[config.mk]
export PLATFORM = sky130hd
export DESIGN_NAME = raster_dcr
export DESIGN_NICKNAME = d
export VERILOG_FILES = /design/src/hdl/raster_pkg.sv /design/src/hdl/raster_dcr.sv
export SDC_FILE = /design/constraint.sdc
export NUM_CORES = 1
export LEC_CHECK = 0
export ABC_CLOCK_PERIOD_IN_PS = 1620
export BUFFER_PORTS_ARGS = -buffer_cell sky130_fd_sc_hd__buf_4
export CORE_MARGIN = 8
export CORE_UTILIZATION = 30
export DETAILED_ROUTE_END_ITERATION = 12
export GPL_TIMING_DRIVEN = 0
export HOLD_SLACK_MARGIN = 0.15
export SLEW_MARGIN = 20
export SYNTH_ARGS = -nofsm -noshare
export SYNTH_HDL_FRONTEND = slang
export SYNTH_SLANG_ARGS = --single-unit
[constraint.sdc]
create_clock -name clk -period 1.62 [get_ports clk]
set_input_delay 0.324 -clock clk [delete_from_list [all_inputs] [get_ports clk]]
set_output_delay 0.324 -clock clk [all_outputs]
set_load 0.03 [all_outputs]
[src/hdl/raster_pkg.sv]
`default_nettype none

package raster_pkg;

    ////////////////////////////////////////
    // widths

    localparam int dim_bits      = 11;
    localparam int tile_bits     = 16;
    localparam int pid_bits      = 8;
    localparam int data_bits     = 32;
    localparam int word_bits     = 32;
    localparam int addr_bits     = 32;
    localparam int dcr_addr_bits = 4;

    ////////////////////////////////////////
    // DCR map

    localparam logic [dcr_addr_bits-1:0] dcr_prim_base  = 4'd0;
    localparam logic [dcr_addr_bits-1:0] dcr_prim_count = 4'd1; // write starts a run

    // record: {tile_y, tile_x}, pid, then a/b/c of edges 0..2
    localparam int prim_words = 11;

    ////////////////////////////////////////
    // edge equations

    typedef struct packed {
        logic signed [data_bits-1:0] a;
        logic signed [data_bits-1:0] b;
        logic signed [data_bits-1:0] c;
    } edge_t;

    typedef edge_t [2:0] edges_t;

endpackage

`default_nettype wire
[src/hdl/raster_dcr.sv]
`default_nettype none

module raster_dcr import raster_pkg::*; (
    input  wire                     clk,
    input  wire                     reset,
    input  wire                     dcr_write_valid,
    input  wire [dcr_addr_bits-1:0] dcr_write_addr,
    input  wire [word_bits-1:0]     dcr_write_data,
    output logic [addr_bits-1:0]    prim_base,
    output logic [word_bits-1:0]    prim_count,
    output logic                    start
);

    always_ff @(posedge clk) begin
        if (reset) begin
            prim_base  <= '0;
            prim_count <= '0;
            start      <= 1'b0;
        end else begin
            start <= 1'b0;
            if (dcr_write_valid) begin
                case (dcr_write_addr)
                    dcr_prim_base: begin
                        prim_base <= dcr_write_data;
                    end
                    dcr_prim_count: begin
                        prim_count <= dcr_write_data;
                        start      <= 1'b1; // kick off a run
                    end
                    default: ;              // unmapped
                endcase
            end
        end
    end

endmodule

`default_nettype wire

==> impl_metrics.ini <==
[run_status]
outcome = complete, no violations

[sta]
slew_viol_final = 0
final.min_clock_period_ps = 1276
whs_ps = 270.9
fin_ws_ps = 343.9
tightestPinTransition_ps = 525.7
finalSetupViolCount = 0
min_period_over_period_pct = 78.77
fin_skew_ps = 0
fmax_mhz = 783.7
relSlewSlack_pct = 64.95
rsz0062_at_grt = no
finalHoldViolCount = 0

[synthesis]
seq_area_frac_synth_pct = 48.30
syn_avg_cell_area_sq_um = 10.86
synth_common_cells = nand2b_1, dfxtp_1, mux2i_1, clkbuf_1, buf_4
synthArstFlopShare_pct = 0
ys_types = 12
syn-cell-area_sq_mm = 0.002694
synth.most_common_cell = nand2b_1
synth_top_flop_cell = dfxtp_1
synth_edf_count = 0
synth_cells = 248
synth_seq_cells = 65
yosysWarnings = 0
synth_nets = 287
synth_top_area_share_pct = 48.30
yosys-top-cells-area = dfxtp_1, mux2i_1, nand2b_1
yosysTopAreaCell = dfxtp_1

[cells_and_area]
nNetsFinal = 400
antenna_cells = 0
drive_above_1_share_pct = 34.43
area_growth_pct = 41.94
fin_cells = 474
final_util_pct = 43.85

[global_routing]
antenna_found_initial = 0
gr-total-overflow = 0
grt_pass1_vias = 2330
grt_pass1_wl_um = 11970
grt_max_degree = 12
track_usage_pct = 11.91

[critical_path]
critical_path_class = in -> reg
crit_required_ps = 1890
endpoint_kind = flop
cp-start-kind = input pin
critPathMaxFanout = 10
cp.arrival_ps = 1540

[pwr]
peakVddDrop_mv = 0.4465
power.total_mw = 3.495
switching_power_mw = 0.7759
leakagePower_nw = 1.774
switching_share_pct = 22.20
power.share.combinational_pct = 8.5
p_seq_share_pct = 46.6
p_int_mw = 2.719
clock_power_share_pct = 44.9
p_per_area_mw_per_mm2 = 914.1

[floorplanning]
die-area_sq_mm = 0.01227
start_util_pct = 30.89
num_io_pins = 104
row_count = 34
die_w_um = 110.8
core_area_sq_mm = 0.008721
die_h_um = 110.8

[place]
dp.cells = 458
io_buffers = 102
dpl.hpwl_um = 5217
globalplace.congestion = 0.6767
dp_slack_ps = -13.63

[route]
drc = 0
drt-initial-drc-count = 35
vias = 2053
dr.pass1.iters = 4
finalWirelength_um = 7074
ant_nets = 0
routedWlPerCell_um = 14.92
routed_via_density = 4.331

[clocking]
postCtsSetupBuffers = 0
numClockSinks = 65
clk_latency_ps = 330
clk_path_buf_depth = 2
cts_buffers = 9
holdBufCountCts = 0
cts_tree = yes
cts_resized = 0
htreeDepth = 3
clockRootBuffer = clkbuf_8
clkSlewWorstSetupHoldPaths_ps = 70

[worst_hold_path]
hold_class = in -> reg

[run]
maxCapViolCount = 0
## area by class of cell
| type | count | area (sq um) |
|---|---|---|
| fillers | 875 | 4897 |
| flip-flops and latches | 65 | 1301 |
| multi-input cells | 166 | 1294 |
| repair buffers | 102 | 765.7 |
| clock buffers | 11 | 151.4 |
| well taps | 108 | 135.1 |
| plain buffers | 17 | 98.84 |
| clock inverters | 5 | 77.57 |
## routing by layer
metal  track usage, %  share of wire, %  vias to the layer above
met5                0                 0                        -
met4            3.514               1.1                        0
met3            4.978               5.9                        9
met2            19.20                48                       59
met1            14.04                45                      943
li1                 -                 -                     1042
## kinds of logic after synthesis
logic type	count (synthesis)	synth area share [%]
buffers and inverters	17	3.669
and+or+nand+nor	102	24.25
DFF	65	48.30
muxes	64	23.78
## sequential cells by signal, summed over array words and instances, names as in the netlist
| name | count |
|---|---|
| prim_base | 32 |
| prim_count | 32 |
| start | 1 |
## through the flow
step / area (sq um) / TNS [ps]
after global routing: 3824 / 0
after floorplan: 2694 / 0
after global placement: 3595 / -6.074
final: 3824 / 0
after CTS: 3824 / 0
after detailed placement: 3595 / -57.80
## critical path, cell delays in order
cell and delay [ps]:
buf_4 120, nor4b_4 340, nor2b_1 180, buf_4 210
buf_8 180, mux2i_1 190
## final timing paths
kind / startpoint / endpoint / slack (ps) / cells after the start
min: dcr_write_data[6] / prim_count[6] / 270 / 3
max reg2reg: prim_count[9] / prim_count[9] / 1010 / 2
max: dcr_write_addr[1] / prim_base[19] / 340 / 6
min reg2reg: prim_base[15] / prim_base[15] / 480 / 2
## power by group through the flow
stage / combinational [mW] / clock, mW / sequential, mW
after floorplan: 0.121 / 0 / 1.71
final: 0.297 / 1.57 / 1.63
after detailed placement: 0.305 / 0 / 1.67
after global routing: 0.325 / 1.69 / 1.63
after global placement: 0.302 / 0 / 1.67
after CTS: 0.305 / 1.62 / 1.63
## layout by cell type (no fill, tap or decap), types with 2 or more instances in the layout
master and instances:
mux2i_1 64, dfxtp_1 65, nand2b_1 97, clkbuf_1 11, bufinv_16 2, clkinv_2 2, clkbuf_8 11, buf_4 105
buf_8 2
Power figures use the tool's default switching activity.
