===== config.mk =====
export PLATFORM = sky130hd
export DESIGN_NAME = raster_fetch_flat
export DESIGN_NICKNAME = d
export VERILOG_FILES = /design/src/hdl/raster_pkg.sv /design/src/hdl/raster_prim_if.sv /design/src/hdl/raster_fetch.sv /design/src/flat_wrapper.sv
export SDC_FILE = /design/constraint.sdc
export NUM_CORES = 1
export LEC_CHECK = 0
export BUFFER_PORTS_ARGS = -buffer_cell sky130_fd_sc_hd__buf_2
export CAP_MARGIN = 10
export CORE_MARGIN = 2
export CORE_UTILIZATION = 36
export DETAILED_ROUTE_END_ITERATION = 10
export PLACE_DENSITY = 0.56
export SLEW_MARGIN = 20
export SYNTH_ARGS = -nofsm -noshare
export SYNTH_HDL_FRONTEND = slang
export SYNTH_SLANG_ARGS = --single-unit
export TNS_END_PERCENT = 1

===== constraint.sdc =====
create_clock -name clk -period 4.2 [get_ports clk]
set_input_delay 0.63 -clock clk [delete_from_list [all_inputs] [get_ports clk]]
set_output_delay 0.63 -clock clk [all_outputs]
set_load 0.05 [all_outputs]

===== src/hdl/raster_pkg.sv =====
`default_nettype none

package raster_pkg;

    ////////////////////////////////////////
    // widths

    localparam int dim_bits      = 11;
    localparam int tile_bits     = 16;
    localparam int pid_bits      = 8;
    localparam int data_bits     = 32;
    localparam int word_bits     = 32;
    localparam int addr_bits     = 32;
    localparam int dcr_addr_bits = 4;

    ////////////////////////////////////////
    // DCR map

    localparam logic [dcr_addr_bits-1:0] dcr_prim_base  = 4'd0;
    localparam logic [dcr_addr_bits-1:0] dcr_prim_count = 4'd1; // write starts a run

    // record: {tile_y, tile_x}, pid, then a/b/c of edges 0..2
    localparam int prim_words = 11;

    ////////////////////////////////////////
    // edge equations

    typedef struct packed {
        logic signed [data_bits-1:0] a;
        logic signed [data_bits-1:0] b;
        logic signed [data_bits-1:0] c;
    } edge_t;

    typedef edge_t [2:0] edges_t;

endpackage

`default_nettype wire

===== src/hdl/raster_prim_if.sv =====
`default_nettype none

interface raster_prim_if import raster_pkg::*; ();

    logic                 valid;
    logic                 ready;
    logic [pid_bits-1:0]  pid;
    logic [tile_bits-1:0] tile_x;   // tile index, or pixel origin after setup
    logic [tile_bits-1:0] tile_y;
    edges_t               edges;

    modport src (
        output valid, pid, tile_x, tile_y, edges,
        input  ready
    );

    modport dst (
        input  valid, pid, tile_x, tile_y, edges,
        output ready
    );

endinterface

`default_nettype wire


===== src/hdl/raster_fetch.sv =====
`default_nettype none

module raster_fetch import raster_pkg::*; #(
    parameter int mem_fifo_depth = 4
) (
    input  wire                  clk,
    input  wire                  reset,
    input  wire                  start,
    input  wire [addr_bits-1:0]  prim_base,
    input  wire [word_bits-1:0]  prim_count,
    output logic                 mem_req_valid,
    output logic [addr_bits-1:0] mem_req_addr,
    input  wire                  mem_req_ready,
    input  wire                  mem_rsp_valid,
    input  wire [word_bits-1:0]  mem_rsp_data,
    output logic                 busy,
    raster_prim_if.src           prim
);

    localparam int ptr_bits = (mem_fifo_depth > 1) ? $clog2(mem_fifo_depth) : 1;
    localparam int cnt_bits = $clog2(mem_fifo_depth + 1);

    logic [addr_bits-1:0] req_left;     // words still to request
    logic [cnt_bits-1:0]  pending;      // requested but not yet consumed
    logic [word_bits-1:0] q_mem [mem_fifo_depth];
    logic [ptr_bits-1:0]  q_wr;
    logic [ptr_bits-1:0]  q_rd;
    logic [cnt_bits-1:0]  q_cnt;
    logic [3:0]           word_idx;
    logic [word_bits-1:0] prim_done;

    wire q_empty   = (q_cnt == '0);
    wire req_fire  = mem_req_valid && mem_req_ready;
    wire prim_fire = prim.valid && prim.ready;
    wire pop       = !prim.valid && (!q_empty || mem_rsp_valid);
    wire q_push    = mem_rsp_valid && !(pop && q_empty);   // bypass when empty
    wire q_pop     = pop && !q_empty;
    wire [word_bits-1:0] pop_data = q_empty ? mem_rsp_data : q_mem[q_rd];

    assign mem_req_valid = busy && (req_left != '0) && (pending < cnt_bits'(mem_fifo_depth));

    always_ff @(posedge clk) begin
        if (reset) begin
            busy       <= 1'b0;
            req_left   <= '0;
            pending    <= '0;
            q_wr       <= '0;
            q_rd       <= '0;
            q_cnt      <= '0;
            word_idx   <= '0;
            prim_done  <= '0;
            prim.valid <= 1'b0;
        end else begin
            if (start && prim_count != '0) begin
                busy      <= 1'b1;
                req_left  <= addr_bits'(prim_count) * addr_bits'(prim_words);
                prim_done <= '0;
            end else begin
                if (req_fire) req_left <= req_left - 1'b1;
                if (prim_fire) begin
                    prim_done <= prim_done + 1'b1;
                    if (prim_done + word_bits'(1) == prim_count) busy <= 1'b0;
                end
            end
            pending <= pending + cnt_bits'(req_fire) - cnt_bits'(pop);
            q_cnt   <= q_cnt + cnt_bits'(q_push) - cnt_bits'(q_pop);
            if (q_push) q_wr <= (q_wr == ptr_bits'(mem_fifo_depth - 1)) ? '0 : q_wr + 1'b1;
            if (q_pop) q_rd <= (q_rd == ptr_bits'(mem_fifo_depth - 1)) ? '0 : q_rd + 1'b1;
            if (pop) word_idx <= (word_idx == 4'(prim_words - 1)) ? '0 : word_idx + 1'b1;
            if (pop && word_idx == 4'(prim_words - 1)) prim.valid <= 1'b1;
            else if (prim_fire) prim.valid <= 1'b0;
        end
    end

    ////////////////////////////////////////
    // response queue and record assembly

    always_ff @(posedge clk) begin
        if (start) mem_req_addr <= prim_base;
        else if (req_fire) mem_req_addr <= mem_req_addr + 1'b1;
        if (q_push) q_mem[q_wr] <= mem_rsp_data;
        if (pop) begin
            case (word_idx)
                4'd0:    {prim.tile_y, prim.tile_x} <= pop_data;
                4'd1:    prim.pid <= pop_data[pid_bits-1:0];
                4'd2:    prim.edges[0].a <= pop_data;
                4'd3:    prim.edges[0].b <= pop_data;
                4'd4:    prim.edges[0].c <= pop_data;
                4'd5:    prim.edges[1].a <= pop_data;
                4'd6:    prim.edges[1].b <= pop_data;
                4'd7:    prim.edges[1].c <= pop_data;
                4'd8:    prim.edges[2].a <= pop_data;
                4'd9:    prim.edges[2].b <= pop_data;
                default: prim.edges[2].c <= pop_data;
            endcase
        end
    end

endmodule

`default_nettype wire


===== src/flat_wrapper.sv =====
// flat-port wrapper written by rule: the top's interface ports become plain ports
module raster_fetch_flat import raster_pkg::*;
#(
    parameter int mem_fifo_depth = 4
)
  (clk, reset, start, prim_base, prim_count, mem_req_valid, mem_req_addr, mem_req_ready, mem_rsp_valid, mem_rsp_data, busy, prim_valid, prim_pid, prim_tile_x, prim_tile_y, prim_edges, prim_ready);
  raster_prim_if prim_i ();
  input  wire clk;
  input  wire reset;
  input  wire start;
  input  wire [addr_bits-1:0] prim_base;
  input  wire [word_bits-1:0] prim_count;
  output logic mem_req_valid;
  output logic [addr_bits-1:0] mem_req_addr;
  input  wire mem_req_ready;
  input  wire mem_rsp_valid;
  input  wire [word_bits-1:0] mem_rsp_data;
  output logic busy;
  output wire logic [$bits(prim_i.valid)-1:0] prim_valid;
  output wire logic [$bits(prim_i.pid)-1:0] prim_pid;
  output wire logic [$bits(prim_i.tile_x)-1:0] prim_tile_x;
  output wire logic [$bits(prim_i.tile_y)-1:0] prim_tile_y;
  output wire logic [$bits(prim_i.edges)-1:0] prim_edges;
  input wire logic [$bits(prim_i.ready)-1:0] prim_ready;
  assign prim_valid = prim_i.valid;
  assign prim_pid = prim_i.pid;
  assign prim_tile_x = prim_i.tile_x;
  assign prim_tile_y = prim_i.tile_y;
  assign prim_edges = prim_i.edges;
  assign prim_i.ready = prim_ready;
  raster_fetch #(.mem_fifo_depth(mem_fifo_depth)) u_core (.clk(clk), .reset(reset), .start(start), .prim_base(prim_base), .prim_count(prim_count), .mem_req_valid(mem_req_valid), .mem_req_addr(mem_req_addr), .mem_req_ready(mem_req_ready), .mem_rsp_valid(mem_rsp_valid), .mem_rsp_data(mem_rsp_data), .busy(busy), .prim(prim_i));
endmodule

==> flow_summary.yaml <==
global_routing:
  gr-total-overflow: 0
  grt_pass1_vias: 16091
  antenna_found_initial: 13
  grt_usage: 0.1858
  grt_pass1_wl_mm: 99.79
  grt_max_degree: 65
yosys:
  ys_seq_elements: 570
  async_reset_ff_frac: 0
  ys.flop_type: "edfxtp_1"
  yosysWarnings: 0
  synth_edf_count: 488
  synth_area_per_cell_um2: 13.57
  netlist-cell-type-count: 77
  yosysSeqAreaShare: 0.6605
  syn_area_mm2: 0.02467
  syn-instance-count: 1818
  synth_nets: 2023
drt:
  dr.first_iter.drc_count: 1264
  met2_length_mm: 32.91
  dr_wl_met3_mm: 4.156
  routed.top_layer: "met5"
  postRouteAntennaNets: 0
  wl_met1_mm: 27.83
  drc: 0
  routed_wl_mm: 67.24
  vias: 16176
  vias_per_cell: 4.977
  firstDrtPassIters: 5
  avgRoutedWirePerCell_um: 20.69
placement:
  port_buffers: 464
  dpl.hpwl_mm: 47.63
  place_inst: 3129
  place_ws_ns: -0.05565
  gp_congestion: 0.8838
  postPlaceCellArea_mm2: 0.02817
floorplan:
  row_count: 95
  die_y_um: 265.8
  start_util: 0.3654
  die_w_um: 265.8
  coreArea_mm2: 0.06751
  num_io_pins: 465
  dieArea_mm2: 0.07064
final_layout:
  multi_input_area_mm2: 0.007627
  final_cell_mix: "488 x edfxtp_1, 464 x buf_2, 198 x nand2_1"
  fill_cells: 6173
  syn_to_final_growth_pct: 22.64
  drive_gt1_frac: 0.2773
  fin_area_mm2: 0.03026
  seq_area_mm2: 0.01630
  fin_cells: 3250
  final_common_cell: "edfxtp_1"
  nNetsFinal: 2529
clocking:
  cts.repair.resized: 0
  htreeDepth: 3
  cts_hold_buf: 0
  cts_made_buffers: 66
  cts_root_buffer: "clkbuf_16"
  cts_tree: "yes"
  clkSinkCount: 570
  cts.reportedPaths.clkPinSlew_ns: 0.06
  clk_latency_ns: 0.60
  cts_buffer_depth: 3
  cts_setup_buffers: 0
worst_setup_path:
  worst_setup_path_start_kind: "flop"
  critPathTopFamily: "simple AND/OR/NAND/NOR gates"
  cp.required_ns: 3.57
  cp_slowest_cell: "or4_1"
  path_class: "reg2out"
  crit_path_max_fanout: 5
  crit_path_max_incr_delay_ns: 0.64
  crit_chain: "or4_1, or4b_1, or3_1, nor3b_1, buf_2"
  crit_buf_inv: 1
  end_kind: "output pin"
  cp_data_arrival_time_ns: 3.02
sta:
  fin_crit_ns: 3.647
  hold_slack_ns: 0.2684
  tightest_slew_ns: 1.092
  rsz0062_at_grt: "false"
  clock.fmax_mhz: 274.2
  slew_viol_final: 0
  finalSetupTns_ns: 0
  fin_crit_sh: 0.8682
  fin_ws_ns: 0.5534
  relSlewSlack: 0.2656
  hold_viol: 0
  skew_ns: 0.03310
  setup_viol: 0
run_status:
  status: "complete, no violations"
power_and_ir_drop:
  clkPwrFrac: 0.294
  p_leak_nw: 11.55
  peakVddDrop_mv: 0.3252
  power.density_mw_per_mm2: 610.4
  internal_power_mw: 12.15
  switching_share: 0.3419
  p_seq_frac: 0.429
  pwr-share-comb: 0.277
  switchingPower_mw: 6.315
min_path:
  hp-class: "in2reg"
flow_run:
  cap_violations: 0
-- metrics by stage --
stage | util | total power, mW
detailed placement | 0.4172 | 13.20
global placement | 0.4172 | 13.09
global route | 0.4481 | 19.36
finish | 0.4481 | 18.47
floorplan | - | 11.59
CTS | 0.4480 | 18.69
-- power groups by stage --
| stage | clock network (mW) | logic (mW) | registers [mW] |
|---|---|---|---|
| final | 5.44 | 5.11 | 7.92 |
| after global routing | 5.81 | 5.57 | 7.99 |
| after CTS | 5.59 | 5.17 | 7.93 |
| after detailed placement | 0 | 5.15 | 8.04 |
| after global placement | 0 | 5.07 | 8.02 |
| after floorplan | 0 | 2.44 | 9.14 |
-- cell families after synthesis --
kind of cell / share of synthesized area
buffers and inverters: 0.03367
multiplexers: 0.03089
flip-flops: 0.6605
XOR/XNOR: 0.05396
AND/OR/NAND/NOR: 0.1058
AO/OA/AOI/OAI: 0.05335
adder cells (fa/ha/maj): 0.06177
-- worst reg2reg max path, stage by stage, from the launching register on --
cell       delay (ns)
dfxtp_1          0.44
ha_1             0.29
nand3_1          0.41
or4_1            0.78
nor4_1           0.31
o2111ai_1        0.13
nor4_1           0.34
nand4_1          0.14
nor4_1           0.24
buf_4            0.19
a221oi_2         0.05
-- worst paths after layout --
| check | start | endpoint | slack, ns | cells after the start |
|---|---|---|---|---|
| worst max-delay path | u_core.req_left[24] | mem_req_valid | 0.55 | 5 |
| worst min-delay path | mem_rsp_data[1] | u_core.q_mem[0][1] | 0.27 | 1 |
| worst max register to register | u_core.prim_done[0] | u_core.busy | 0.71 | 10 |
| worst min register to register | u_core.prim_done[1] | u_core.prim_done[1] | 0.50 | 2 |
-- layout make-up --
class	count	area share
Clock buffer	78	0.05678
Clock inverter	39	0.01187
Timing Repair Buffer	493	0.08436
Sequential cell	570	0.5386
Multi-Input combinational cell	1033	0.2521
Tap cell	873	0.03610
Antenna cell	4	0.0003308
Inverter	160	0.01985
-- registers in the layout (all words and copies together), names as in the netlist, named ones only --
register and count:
u_core.req_left 32, u_core.prim.valid 1, u_core.q_rd 2, u_core.prim.tile_y 16, u_core.mem_req_addr 32, u_core.busy 1, u_core.pending 3, u_core.prim.tile_x 16
u_core.q_wr 2, u_core.word_idx 4, u_core.q_mem 128, u_core.prim_done 32, u_core.q_cnt 3, u_core.prim.pid 8, u_core.prim.edges 288
-- layer usage --
metal,vias up,track usage
met5,-,0
met4,14,0.07455
met3,127,0.03845
met2,535,0.3178
met1,7904,0.2300
li1,7596,-
-- Yosys cell counts (24+ instances only) --
cell / instances / area share
edfxtp_1: 488 / 0.59
nand2_1: 198 / 0.030
inv_1: 160 / 0.024
nor2_1: 118 / 0.018
xnor2_1: 94 / 0.033
dfxtp_1: 82 / 0.067
ha_1: 73 / 0.037
o21ai_0: 59 / 0.012
xor2_1: 58 / 0.021
a21oi_1: 46 / 0.0093
clkbuf_1: 37 / 0.0056
nand3_1: 35 / 0.0071
mux4_2: 32 / 0.029
fa_1: 30 / 0.024
nor3_1: 24 / 0.0049
nor4_1: 24 / 0.0061
Note: power is estimated with default switching activity, not from simulation.
