$ cat src/hdl/raster_pkg.sv
`default_nettype none

package raster_pkg;

    ////////////////////////////////////////
    // widths

    localparam int dim_bits      = 11;
    localparam int tile_bits     = 16;
    localparam int pid_bits      = 8;
    localparam int data_bits     = 32;
    localparam int word_bits     = 32;
    localparam int addr_bits     = 32;
    localparam int dcr_addr_bits = 4;

    ////////////////////////////////////////
    // DCR map

    localparam logic [dcr_addr_bits-1:0] dcr_prim_base  = 4'd0;
    localparam logic [dcr_addr_bits-1:0] dcr_prim_count = 4'd1; // write starts a run

    // record: {tile_y, tile_x}, pid, then a/b/c of edges 0..2
    localparam int prim_words = 11;

    ////////////////////////////////////////
    // edge equations

    typedef struct packed {
        logic signed [data_bits-1:0] a;
        logic signed [data_bits-1:0] b;
        logic signed [data_bits-1:0] c;
    } edge_t;

    typedef edge_t [2:0] edges_t;

endpackage

`default_nettype wire
$ cat src/hdl/raster_quad_if.sv
`default_nettype none

interface raster_quad_if import raster_pkg::*; ();

    logic                valid;
    logic                ready;
    logic [dim_bits-1:0] x;
    logic [dim_bits-1:0] y;
    logic [3:0]          mask;  // {x+1 y+1, x y+1, x+1 y, x y}
    logic [pid_bits-1:0] pid;

    modport src (
        output valid, x, y, mask, pid,
        input  ready
    );

    modport dst (
        input  valid, x, y, mask, pid,
        output ready
    );

endinterface

`default_nettype wire

$ cat src/hdl/raster_prim_if.sv
`default_nettype none

interface raster_prim_if import raster_pkg::*; ();

    logic                 valid;
    logic                 ready;
    logic [pid_bits-1:0]  pid;
    logic [tile_bits-1:0] tile_x;   // tile index, or pixel origin after setup
    logic [tile_bits-1:0] tile_y;
    edges_t               edges;

    modport src (
        output valid, pid, tile_x, tile_y, edges,
        input  ready
    );

    modport dst (
        input  valid, pid, tile_x, tile_y, edges,
        output ready
    );

endinterface

`default_nettype wire

$ cat src/hdl/raster_slice.sv
`default_nettype none

module raster_slice import raster_pkg::*; #(
    parameter int tile_logsize = 4
) (
    input  wire        clk,
    input  wire        reset,
    raster_prim_if.dst prim,
    raster_quad_if.src quad,
    output logic       idle
);

    localparam int qbits = tile_logsize - 1;   // quads per tile side, log2

    logic                        active;
    logic [qbits-1:0]            qx;
    logic [qbits-1:0]            qy;
    logic [dim_bits-1:0]         org_x;
    logic [dim_bits-1:0]         org_y;
    logic [pid_bits-1:0]         pid_r;
    logic signed [data_bits-1:0] a_r   [3];
    logic signed [data_bits-1:0] b_r   [3];
    logic signed [data_bits-1:0] row_v [3];  // value at the row's first quad
    logic signed [data_bits-1:0] cur_v [3];  // value at the current quad
    logic signed [data_bits-1:0] v     [4];
    logic [3:0]                  mask;

    wire prim_fire = prim.valid && prim.ready;
    wire hold      = quad.valid && !quad.ready;
    wire step      = active && !hold;
    wire last_col  = (qx == '1);
    wire last_row  = (qy == '1);

    assign prim.ready = !active;
    assign idle       = !active;

    ////////////////////////////////////////
    // coverage of the current quad

    always_comb begin
        mask = 4'hf;
        for (int e = 0; e < 3; e++) begin
            v[0] = cur_v[e];
            v[1] = cur_v[e] + a_r[e];
            v[2] = cur_v[e] + b_r[e];
            v[3] = cur_v[e] + a_r[e] + b_r[e];
            for (int p = 0; p < 4; p++) begin
                if (v[p][data_bits-1]) mask[p] = 1'b0;  // negative, outside
            end
        end
    end

    always_ff @(posedge clk) begin
        if (reset) begin
            active     <= 1'b0;
            qx         <= '0;
            qy         <= '0;
            quad.valid <= 1'b0;
        end else begin
            if (prim_fire) begin
                active <= 1'b1;
                qx     <= '0;
                qy     <= '0;
            end else if (step) begin
                qx <= qx + 1'b1;        // wraps at row end
                if (last_col) begin
                    qy <= qy + 1'b1;
                    if (last_row) active <= 1'b0;
                end
            end
            if (step && mask != 4'h0) quad.valid <= 1'b1;
            else if (quad.ready) quad.valid <= 1'b0;
        end
    end

    ////////////////////////////////////////
    // incremental edge stepping

    always_ff @(posedge clk) begin
        if (prim_fire) begin
            org_x <= prim.tile_x[dim_bits-1:0];
            org_y <= prim.tile_y[dim_bits-1:0];
            pid_r <= prim.pid;
        end
        for (int e = 0; e < 3; e++) begin
            if (prim_fire) begin
                a_r[e]   <= prim.edges[e].a;
                b_r[e]   <= prim.edges[e].b;
                row_v[e] <= prim.edges[e].c;
                cur_v[e] <= prim.edges[e].c;
            end else if (step) begin
                if (last_col) begin
                    row_v[e] <= row_v[e] + (b_r[e] <<< 1);
                    cur_v[e] <= row_v[e] + (b_r[e] <<< 1);
                end else begin
                    cur_v[e] <= cur_v[e] + (a_r[e] <<< 1);   // two pixels right
                end
            end
        end
        if (step && mask != 4'h0) begin
            quad.x    <= org_x + dim_bits'({qx, 1'b0});
            quad.y    <= org_y + dim_bits'({qy, 1'b0});
            quad.mask <= mask;
            quad.pid  <= pid_r;
        end
    end

endmodule

`default_nettype wire

$ cat src/flat_wrapper.sv
// flat-port wrapper written by rule: the top's interface ports become plain ports
module raster_slice_flat import raster_pkg::*;
#(
    parameter int tile_logsize = 4
)
  (clk, reset, idle, prim_valid, prim_pid, prim_tile_x, prim_tile_y, prim_edges, prim_ready, quad_valid, quad_x, quad_y, quad_mask, quad_pid, quad_ready);
  raster_prim_if prim_i ();
  raster_quad_if quad_i ();
  input  wire clk;
  input  wire reset;
  output logic idle;
  input wire logic [$bits(prim_i.valid)-1:0] prim_valid;
  input wire logic [$bits(prim_i.pid)-1:0] prim_pid;
  input wire logic [$bits(prim_i.tile_x)-1:0] prim_tile_x;
  input wire logic [$bits(prim_i.tile_y)-1:0] prim_tile_y;
  input wire logic [$bits(prim_i.edges)-1:0] prim_edges;
  output wire logic [$bits(prim_i.ready)-1:0] prim_ready;
  output wire logic [$bits(quad_i.valid)-1:0] quad_valid;
  output wire logic [$bits(quad_i.x)-1:0] quad_x;
  output wire logic [$bits(quad_i.y)-1:0] quad_y;
  output wire logic [$bits(quad_i.mask)-1:0] quad_mask;
  output wire logic [$bits(quad_i.pid)-1:0] quad_pid;
  input wire logic [$bits(quad_i.ready)-1:0] quad_ready;
  assign prim_i.valid = prim_valid;
  assign prim_i.pid = prim_pid;
  assign prim_i.tile_x = prim_tile_x;
  assign prim_i.tile_y = prim_tile_y;
  assign prim_i.edges = prim_edges;
  assign prim_ready = prim_i.ready;
  assign quad_valid = quad_i.valid;
  assign quad_x = quad_i.x;
  assign quad_y = quad_i.y;
  assign quad_mask = quad_i.mask;
  assign quad_pid = quad_i.pid;
  assign quad_i.ready = quad_ready;
  raster_slice #(.tile_logsize(tile_logsize)) u_core (.clk(clk), .reset(reset), .prim(prim_i), .quad(quad_i), .idle(idle));
endmodule
$ cat config.mk
export PLATFORM = sky130hd
export DESIGN_NAME = raster_slice_flat
export DESIGN_NICKNAME = d
export VERILOG_FILES = /design/src/hdl/raster_pkg.sv /design/src/hdl/raster_quad_if.sv /design/src/hdl/raster_prim_if.sv /design/src/hdl/raster_slice.sv /design/src/flat_wrapper.sv
export SDC_FILE = /design/constraint.sdc
export NUM_CORES = 1
export LEC_CHECK = 0
export ABC_AREA = 1
export BUFFER_PORTS_ARGS = -buffer_cell sky130_fd_sc_hd__clkbuf_2
export CELL_PAD_IN_SITES_DETAIL_PLACEMENT = 0
export CELL_PAD_IN_SITES_GLOBAL_PLACEMENT = 1
export CORE_ASPECT_RATIO = 0.9
export CORE_MARGIN = 3
export CORE_UTILIZATION = 35
export DETAILED_ROUTE_END_ITERATION = 7
export PLACE_DENSITY = 0.66
export REMOVE_ABC_BUFFERS = 1
export SYNTH_ARGS = -nofsm -noshare
export SYNTH_HDL_FRONTEND = slang
export SYNTH_SLANG_ARGS = --single-unit
export TNS_END_PERCENT = 10
$ cat constraint.sdc
create_clock -name clk -period 8.9 [get_ports clk]
set_clock_uncertainty 0.15 [all_clocks]
set_input_delay 0.445 -clock clk [delete_from_list [all_inputs] [get_ports clk]]
set_output_delay 0.445 -clock clk [all_outputs]
set_load 0.02 [all_outputs]
==> impl_metrics.py, run 1 <==
metrics = {
    "layout": {
        "area_growth_pct": 23.6,
        "nNetsFinal": 5651,
        "final_common_cell": "nand2_1",
        "diodes": 0,
        "layout_common_cells": "nand2_1, ha_1, edfxtp_1",
        "drive_gt1_share_pct": 12.5,
        "final_design_area_no_fill_mm2": 0.0440,
        "instances_no_fill": 6235,
        "fillers": 10123,
        "utilization_pct": 43.8,
    },
    "detailed_routing": {
        "vias": 31179,
        "ant_nets": 0,
        "via_per_inst": 5.00,
        "drc_errors": 0,
        "dr.pass1.iters": 5,
        "routed_wl_mm": 119,
        "avgRoutedWirePerCell_um": 19.1,
        "drt_iter0_markers": 2166,
    },
    "die": {
        "die_w_um": 342,
        "rows": 110,
        "start_util_pct": 35.4,
        "die_area_mm2": 0.106,
        "die-height_um": 309,
        "coreArea_mm2": 0.100,
        "io_pins": 369,
    },
    "clock_network": {
        "h-tree-depth": 2,
        "cts_resized": 0,
        "cts-root-buf": "clkbuf_16",
        "clk_latency_ns": 0.69,
        "clk_path_buf_depth": 3,
        "clock_sinks": 456,
        "tritoncts": "done",
        "numCtsBuffers": 57,
        "clk_pin_slew_ns": 0.06,
    },
    "placed_design": {
        "place_area_mm2": 0.0390,
        "dp_cells": 5826,
        "place.gp.congestion": 0.909,
        "dp_hpwl_mm": 93.0,
        "portBuffers": 358,
        "pre_cts_ws_ns": 3.29,
    },
    "timing": {
        "worst_slack_ns": 3.36,
        "fin_crit_sh_pct": 62.3,
        "setup_tns_ns": 0,
        "min_period_ns": 5.54,
        "setup_viol": 0,
        "worst_pin_slew_ns": 1.02,
        "fin_hold_ws_ns": 0.0413,
        "timing.slew.headroom_pct": 32.2,
        "slew_viol_final": 0,
        "rsz0062_at_grt": "no",
        "hold_viol": 0,
        "fmaxAchievable_ghz": 0.180,
    },
    "synthesis": {
        "synth_edf_count": 448,
        "synth_seq_area_share_pct": 38.3,
        "ys_warn_count": 0,
        "async_flop_share_pct": 0,
        "postSynthCellCount": 4157,
        "ys_ff_latch": 456,
        "ys_types": 64,
        "synthFlopType": "edfxtp_1",
        "syn_avg_cell_area_um2": 8.56,
        "synth_area_mm2": 0.0356,
    },
    "grt": {
        "grt_pass1_wl_mm": 180,
        "grt_antenna_before_repair": 0,
        "overflow": 0,
        "grt_max_degree": 126,
        "grt_pass1_vias": 30849,
        "track_usage_pct": 22.2,
    },
    "min_path": {
        "min_to": "u_core.row_v[0][21]$_DFFE_PP_",
        "hold_path_depth": 3,
        "min_path_type": "input pin to register",
        "hp-start": "prim_edges[21]",
    },
    "pwr": {
        "peakVddDrop_mv": 0.200,
        "p_total_mw": 9.36,
        "p_per_area_mw_per_mm2": 213,
        "p_leak_nw": 20.1,
    },
    "worst_setup_path": {
        "worstPathMaxFanout": 30,
        "r2r-end": "u_core.quad.x[2]$_DFFE_PP_",
        "startpoint_type": "register",
        "crit_required_ns": 9.10,
        "regToRegSetupSlack_ns": 3.36,
        "cp.arrival_ns": 5.74,
        "r2r_start": "u_core.a_r[0][65]$_DFFE_PP_",
        "worst_r2r_path_depth": 23,
        "crit_type": "register to register",
        "setup.worst_path.end_class": "register",
    },
    "status": {
        "status": "finished, final reports clean",
    },
    "flow_run": {
        "maxCapViolCount": 0,
    },
}
==> cell usage after synthesis, drive strengths merged (12+ instances only) <==
cell type / instances / share of area (%)
a31oi: 46 / 0.83
nand3: 209 / 3.1
o21ai: 287 / 4.4
o31ai: 13 / 0.30
o211ai: 16 / 0.35
or2: 39 / 0.69
nor2: 263 / 2.9
nor3: 51 / 0.76
nand4: 36 / 0.63
a21oi: 414 / 6.0
clkbuf: 23 / 0.24
o21a: 12 / 0.25
nand3b: 13 / 0.27
edfxtp: 448 / 38
buf: 23 / 0.30
o21bai: 21 / 0.45
a21o: 49 / 1.0
nor4: 17 / 0.37
xnor2: 101 / 2.5
ha: 463 / 16
nand2: 1005 / 11
inv: 397 / 4.2
xor2: 113 / 2.8
a21boi: 21 / 0.47
==> what timing repair did <==
action,in CTS,in global routing
hold buffers,304,0
hold endpoints to repair,344,0
setup buffers,0,0
==> per-layer routing <==
| layer | track usage [%] | vias to the layer above | wire length [µm] |
|---|---|---|---|
| met5 | 0 | - | 0 |
| met4 | 4.65 | 0 | 2150 |
| met3 | 2.67 | 112 | 5660 |
| met2 | 34.9 | 683 | 52500 |
| met1 | 32.6 | 14405 | 58900 |
| li1 | - | 15979 | - |
==> critical path, stage by stage (launching register included) <==
cell and delay, ns:
edfxtp_1 0.40, inv_1 0.12, fa_1 0.47, nand3b_1 0.17
nand2_1 0.14, a21oi_2 0.09, o21ai_2 0.21, a21boi_1 0.16
o21ai_1 0.27, a21boi_1 0.21, o21bai_1 0.24, xor2_1 0.11
ha_1 0.31, nand2_1 0.06, nor4_1 0.62, nand3_1 0.15
nand2_1 0.20, nand3_1 0.10, nand2_1 0.10, nand3_2 0.08
nand2_2 0.08, nand2_2 0.08, inv_1 0.24, buf_4 0.43
==> kinds of logic after synthesis <==
kind of cell,Yosys count,share of synthesized area [%]
and+or+nand+nor,1650,19.8
buffers and inverters,445,4.75
DFF,456,38.3
xor gates and xnor gates,214,5.27
adders and majority gates,474,16.9
AOI/OAI and AO/OA,918,15.1
==> registers in the layout, summed over array words and instances, names as in the netlist, 4 cells and up <==
name,count
u_core.a_r,96
u_core.b_r,96
u_core.cur_v,96
u_core.org_x,11
u_core.org_y,11
u_core.pid_r,8
u_core.quad.mask,4
u_core.quad.pid,8
u_core.quad.x,11
u_core.quad.y,11
u_core.row_v,96
==> worst max-delay path by stage <==
stage,end,from,cells past startpoint,slack (ns)
after global placement,u_core.quad.pid[4]$_DFFE_PP_,u_core.a_r[0][64]$_DFFE_PP_,26,3.32
after floorplan,u_core.qy[1]$_SDFFE_PP0P_,u_core.active$_SDFFE_PP0P_,5,0.93
final,u_core.quad.x[2]$_DFFE_PP_,u_core.a_r[0][65]$_DFFE_PP_,23,3.36
after detailed placement,u_core.quad.pid[4]$_DFFE_PP_,u_core.a_r[0][64]$_DFFE_PP_,26,3.29
after global routing,u_core.quad.x[2]$_DFFE_PP_,u_core.a_r[0][65]$_DFFE_PP_,25,2.89
after CTS,u_core.quad.x[6]$_DFFE_PP_,u_core.a_r[0][65]$_DFFE_PP_,25,3.28
==> final cells by class <==
| cell class | instances | area (µm²) | area share [%] |
|---|---|---|---|
| Clock inverter | 33 | 424 | 0.964 |
| Sequential cell | 456 | 13600 | 31.0 |
| Timing Repair Buffer | 675 | 4930 | 11.2 |
| Tap cell | 1344 | 1680 | 3.82 |
| Clock buffer | 72 | 1510 | 3.44 |
| Inverter | 399 | 1510 | 3.43 |
| Multi-Input combinational cell | 3256 | 20300 | 46.2 |
==> power breakdown <==
group	total, mW	switching (mW)	leakage, nW	internal, mW
Clock	2.45	1.03	0.941	1.41
Combinational	3.99	2.47	14.7	1.51
Sequential	2.93	0.222	4.41	2.71
Total	9.36	3.73	20.1	5.63
(Power assumes the default switching activity.)
==> run 2: changes to the inputs <==
ABC_AREA = 0   (was 1)
PLACE_DENSITY = 0.64   (was 0.66)
clock period = 5.25 ns   (was 8.9 ns; I/O delays follow)
==> run 2 against run 1 <==
Compared with the run above:
- the flow now finishes with violations (negative setup slack)
- sequential power up 62%
- power grew 58%
- wire length is 6.9% lower
- sequential share of layout area fell by 0.15 points
- non-clock buffer count rose by 260
- critical path depth fell by 1
- hold slack improved by 0.13 ns
- cell area rose by 0.50%
- die area shrank 5.4%
- via count is 7.5% lower
- largest power group unchanged
==> impl_metrics.py, run 2 <==
metrics = {
    "status": {
        "status": "finished, violations left",
        "violations": "negative setup slack",
    },
    "layout": {
        "area_growth_pct": 31.5,
        "nNetsFinal": 4998,
        "final_common_cell": "ha_1",
        "layout_common_cells": "ha_1, edfxtp_1, clkbuf_2",
        "drive_gt1_share_pct": 19.0,
    },
    "worst_setup_path": {
        "crit_type": "register to register",
        "critPathSlowestCell": "edfxtp_1",
        "crit_required_ns": 5.43,
        "regToRegSetupSlack_ns": -0.06,
        "startpoint_type": "register",
        "r2r-end": "u_core.quad.mask[2]$_DFFE_PP_",
        "cp.arrival_ns": 5.49,
        "r2r_start": "u_core.a_r[0][36]$_DFFE_PP_",
        "setup.worst_path.end_class": "register",
        "worst_r2r_path_depth": 22,
        "max_stage_delay_ns": 0.43,
        "crit_top_cell": "a2111oi_4",
        "crit_chain": "ha_4, a2111oi_4, o21a_1, o211ai_2, a2111oi_4, buf_4, o21ai_1, a31o_1, or4_4, a31oi_1, o21bai_1, xor2_1, ha_1, nand3b_1, o221ai_1, a21oi_1, o311ai_2, xnor2_2, nand3_4, a21oi_4, buf_6, buf_12",
        "worstPathMaxFanout": 9,
    },
    "clock_network": {
        "tritoncts": "done",
        "clk_pin_slew_ns": 0.06,
        "clock_sinks": 456,
        "cts-root-buf": "clkbuf_16",
        "numCtsBuffers": 56,
        "clk_path_buf_depth": 3,
        "h-tree-depth": 2,
        "clk_latency_ns": 0.65,
    },
    "placed_design": {
        "pre_cts_ws_ns": -0.548,
        "portBuffers": 358,
        "dp_hpwl_mm": 84.1,
        "place.gp.congestion": 0.888,
    },
    "die": {
        "die_area_mm2": 0.0998,
        "io_pins": 369,
        "die_w_um": 333,
        "start_util_pct": 35.4,
        "rows": 107,
        "coreArea_mm2": 0.0949,
        "die-height_um": 300,
    },
    "detailed_routing": {
        "dr.pass1.iters": 5,
        "drt_iter0_markers": 1740,
        "routed_wl_mm": 111,
        "vias": 28846,
        "ant_nets": 0,
        "avgRoutedWirePerCell_um": 20.2,
        "via_per_inst": 5.24,
        "drc_errors": 0,
    },
    "grt": {
        "track_usage_pct": 21.9,
        "overflow": 0,
        "grt_pass1_vias": 29074,
        "grt_antenna_before_repair": 7,
        "grt_max_degree": 86,
        "grt_pass1_wl_mm": 170,
    },
    "timing": {
        "setup_viol": 34,
        "timing.slew.headroom_pct": 26.5,
        "worst_slack_ns": -0.0630,
        "worst_pin_slew_ns": 1.09,
        "min_period_ns": 5.31,
        "fin_hold_ws_ns": 0.172,
        "rsz0062_at_grt": "yes",
        "slew_viol_final": 0,
        "fmaxAchievable_ghz": 0.188,
        "hold_viol": 0,
        "fin_crit_sh_pct": 101,
    },
    "min_path": {
        "min_path_type": "input pin to register",
        "hp-start": "prim_edges[184]",
        "hold_path_depth": 2,
        "min_to": "u_core.a_r[0][56]$_DFFE_PP_",
    },
    "synthesis": {
        "yosysTopAreaCell": "edfxtp_1",
        "synth_area_mm2": 0.0336,
        "synth_seq_area_share_pct": 40.5,
        "syn_avg_cell_area_um2": 10.3,
        "synthTopCellsByArea": "edfxtp_1, ha_1, a21oi_1, xnor2_1, a21o_1",
        "synth_top_area_share_pct": 40.0,
        "synthTopCellsByCount": "ha_1, edfxtp_1, nand2_1, a21oi_1, o21ai_0",
        "postSynthCellCount": 3259,
        "synth.most_common_cell": "ha_1",
        "synth_edf_count": 448,
        "ys_types": 92,
        "ys_warn_count": 0,
        "async_flop_share_pct": 0,
        "synthFlopType": "edfxtp_1",
        "ys_ff_latch": 456,
    },
    "pwr": {
        "peakVddDrop_mv": 0.251,
        "p_per_area_mw_per_mm2": 334,
        "p_leak_nw": 19.4,
        "p_total_mw": 14.8,
    },
    "flow_run": {
        "maxCapViolCount": 0,
    },
}
run 2: repair_timing:
action	CTS	global route
hold buffers	321	0
gates cloned	2	0
buffers inserted	7	6
setup endpoints to repair	36	36
endpoints found under the hold margin	411	0
gates resized for setup	30	40
pin swaps	16	21
run 2: power by group:
group          switching (mW)  internal, mW  leakage [nW]  total (mW)
Clock                    1.67          2.36         0.906        4.03
Sequential              0.281          4.47          4.37        4.75
Combinational            3.18          2.82          14.1        6.00
Total                    5.12          9.65          19.4        14.8
run 2: how the worst max path moves through the flow:
stage                                             from                             to  slack [ns]  depth (start not counted)
after floorplan             u_core.active$_SDFFE_PP0P_      u_core.qx[0]$_SDFFE_PP0P_       -1.36                          5
after global placement      u_core.a_r[0][0]$_DFFE_PP_  u_core.quad.mask[1]$_DFFE_PP_       -0.50                         26
after detailed placement    u_core.a_r[0][0]$_DFFE_PP_  u_core.quad.mask[1]$_DFFE_PP_       -0.55                         26
after CTS                 u_core.cur_v[1][0]$_DFFE_PP_     u_core.quad.y[2]$_DFFE_PP_       -0.33                         25
after global routing       u_core.a_r[0][65]$_DFFE_PP_   u_core.quad.pid[1]$_DFFE_PP_       -0.33                         26
final                      u_core.a_r[0][36]$_DFFE_PP_  u_core.quad.mask[2]$_DFFE_PP_       -0.06                         22
run 2: metal layers:
metal / global-route usage [%] / vias up / routed length [µm]
met4: 5.05 / 0 / 2280
met2: 36.4 / 609 / 51400
li1: - / 14361 / -
met3: 2.22 / 129 / 4330
met5: 0 / - / 0
met1: 30.6 / 13747 / 53000
run 2: cell families (layout without fill, tap and decap cells):
logic type      after synthesis  in the layout  synth area share, %
simple gates                852            852                 12.0
buf+inv                     162           1140                 1.82
flops                       456            456                 40.5
fa+ha+maj                   474            474                 17.9
xor+xnor                    252            252                 6.61
other cells                   0             12                    0
compound gates             1039           1039                 20.4
mux                          24             24                0.752
run 2: per-stage QoR:
stage	cell area (µm²)	TNS [ns]	std cells	utilization, %
finish	44200	-1.34	5502	46.6
CTS	44000	-10.08	5485	46.3
detailed placement	38700	-19.11	5052	40.7
global route	44200	-10.56	5493	46.5
global placement	38700	-17.47	5052	40.7
floorplan	33400	-422.13	3199	-
run 2: area by class of cell:
class | instances | area, µm²
antenna | 12 | 30.0
clock buffer | 68 | 1450
clock inverter | 35 | 420
fill | 8959 | 50700
inverter | 102 | 390
multi-input combinational | 2641 | 19700
sequential | 456 | 13600
tap | 1253 | 1570
timing repair buffer | 935 | 7000
run 2: critical path: cells and delay by family, from the launching register on:
kind	cells	cell delay, ns
AOI/OAI and AO/OA	12	2.38
xor gates and xnor gates	2	0.38
adders and majority gates	2	0.57
buffers and inverters	3	0.43
DFF	1	0.43
and+or+nand+nor	3	0.66
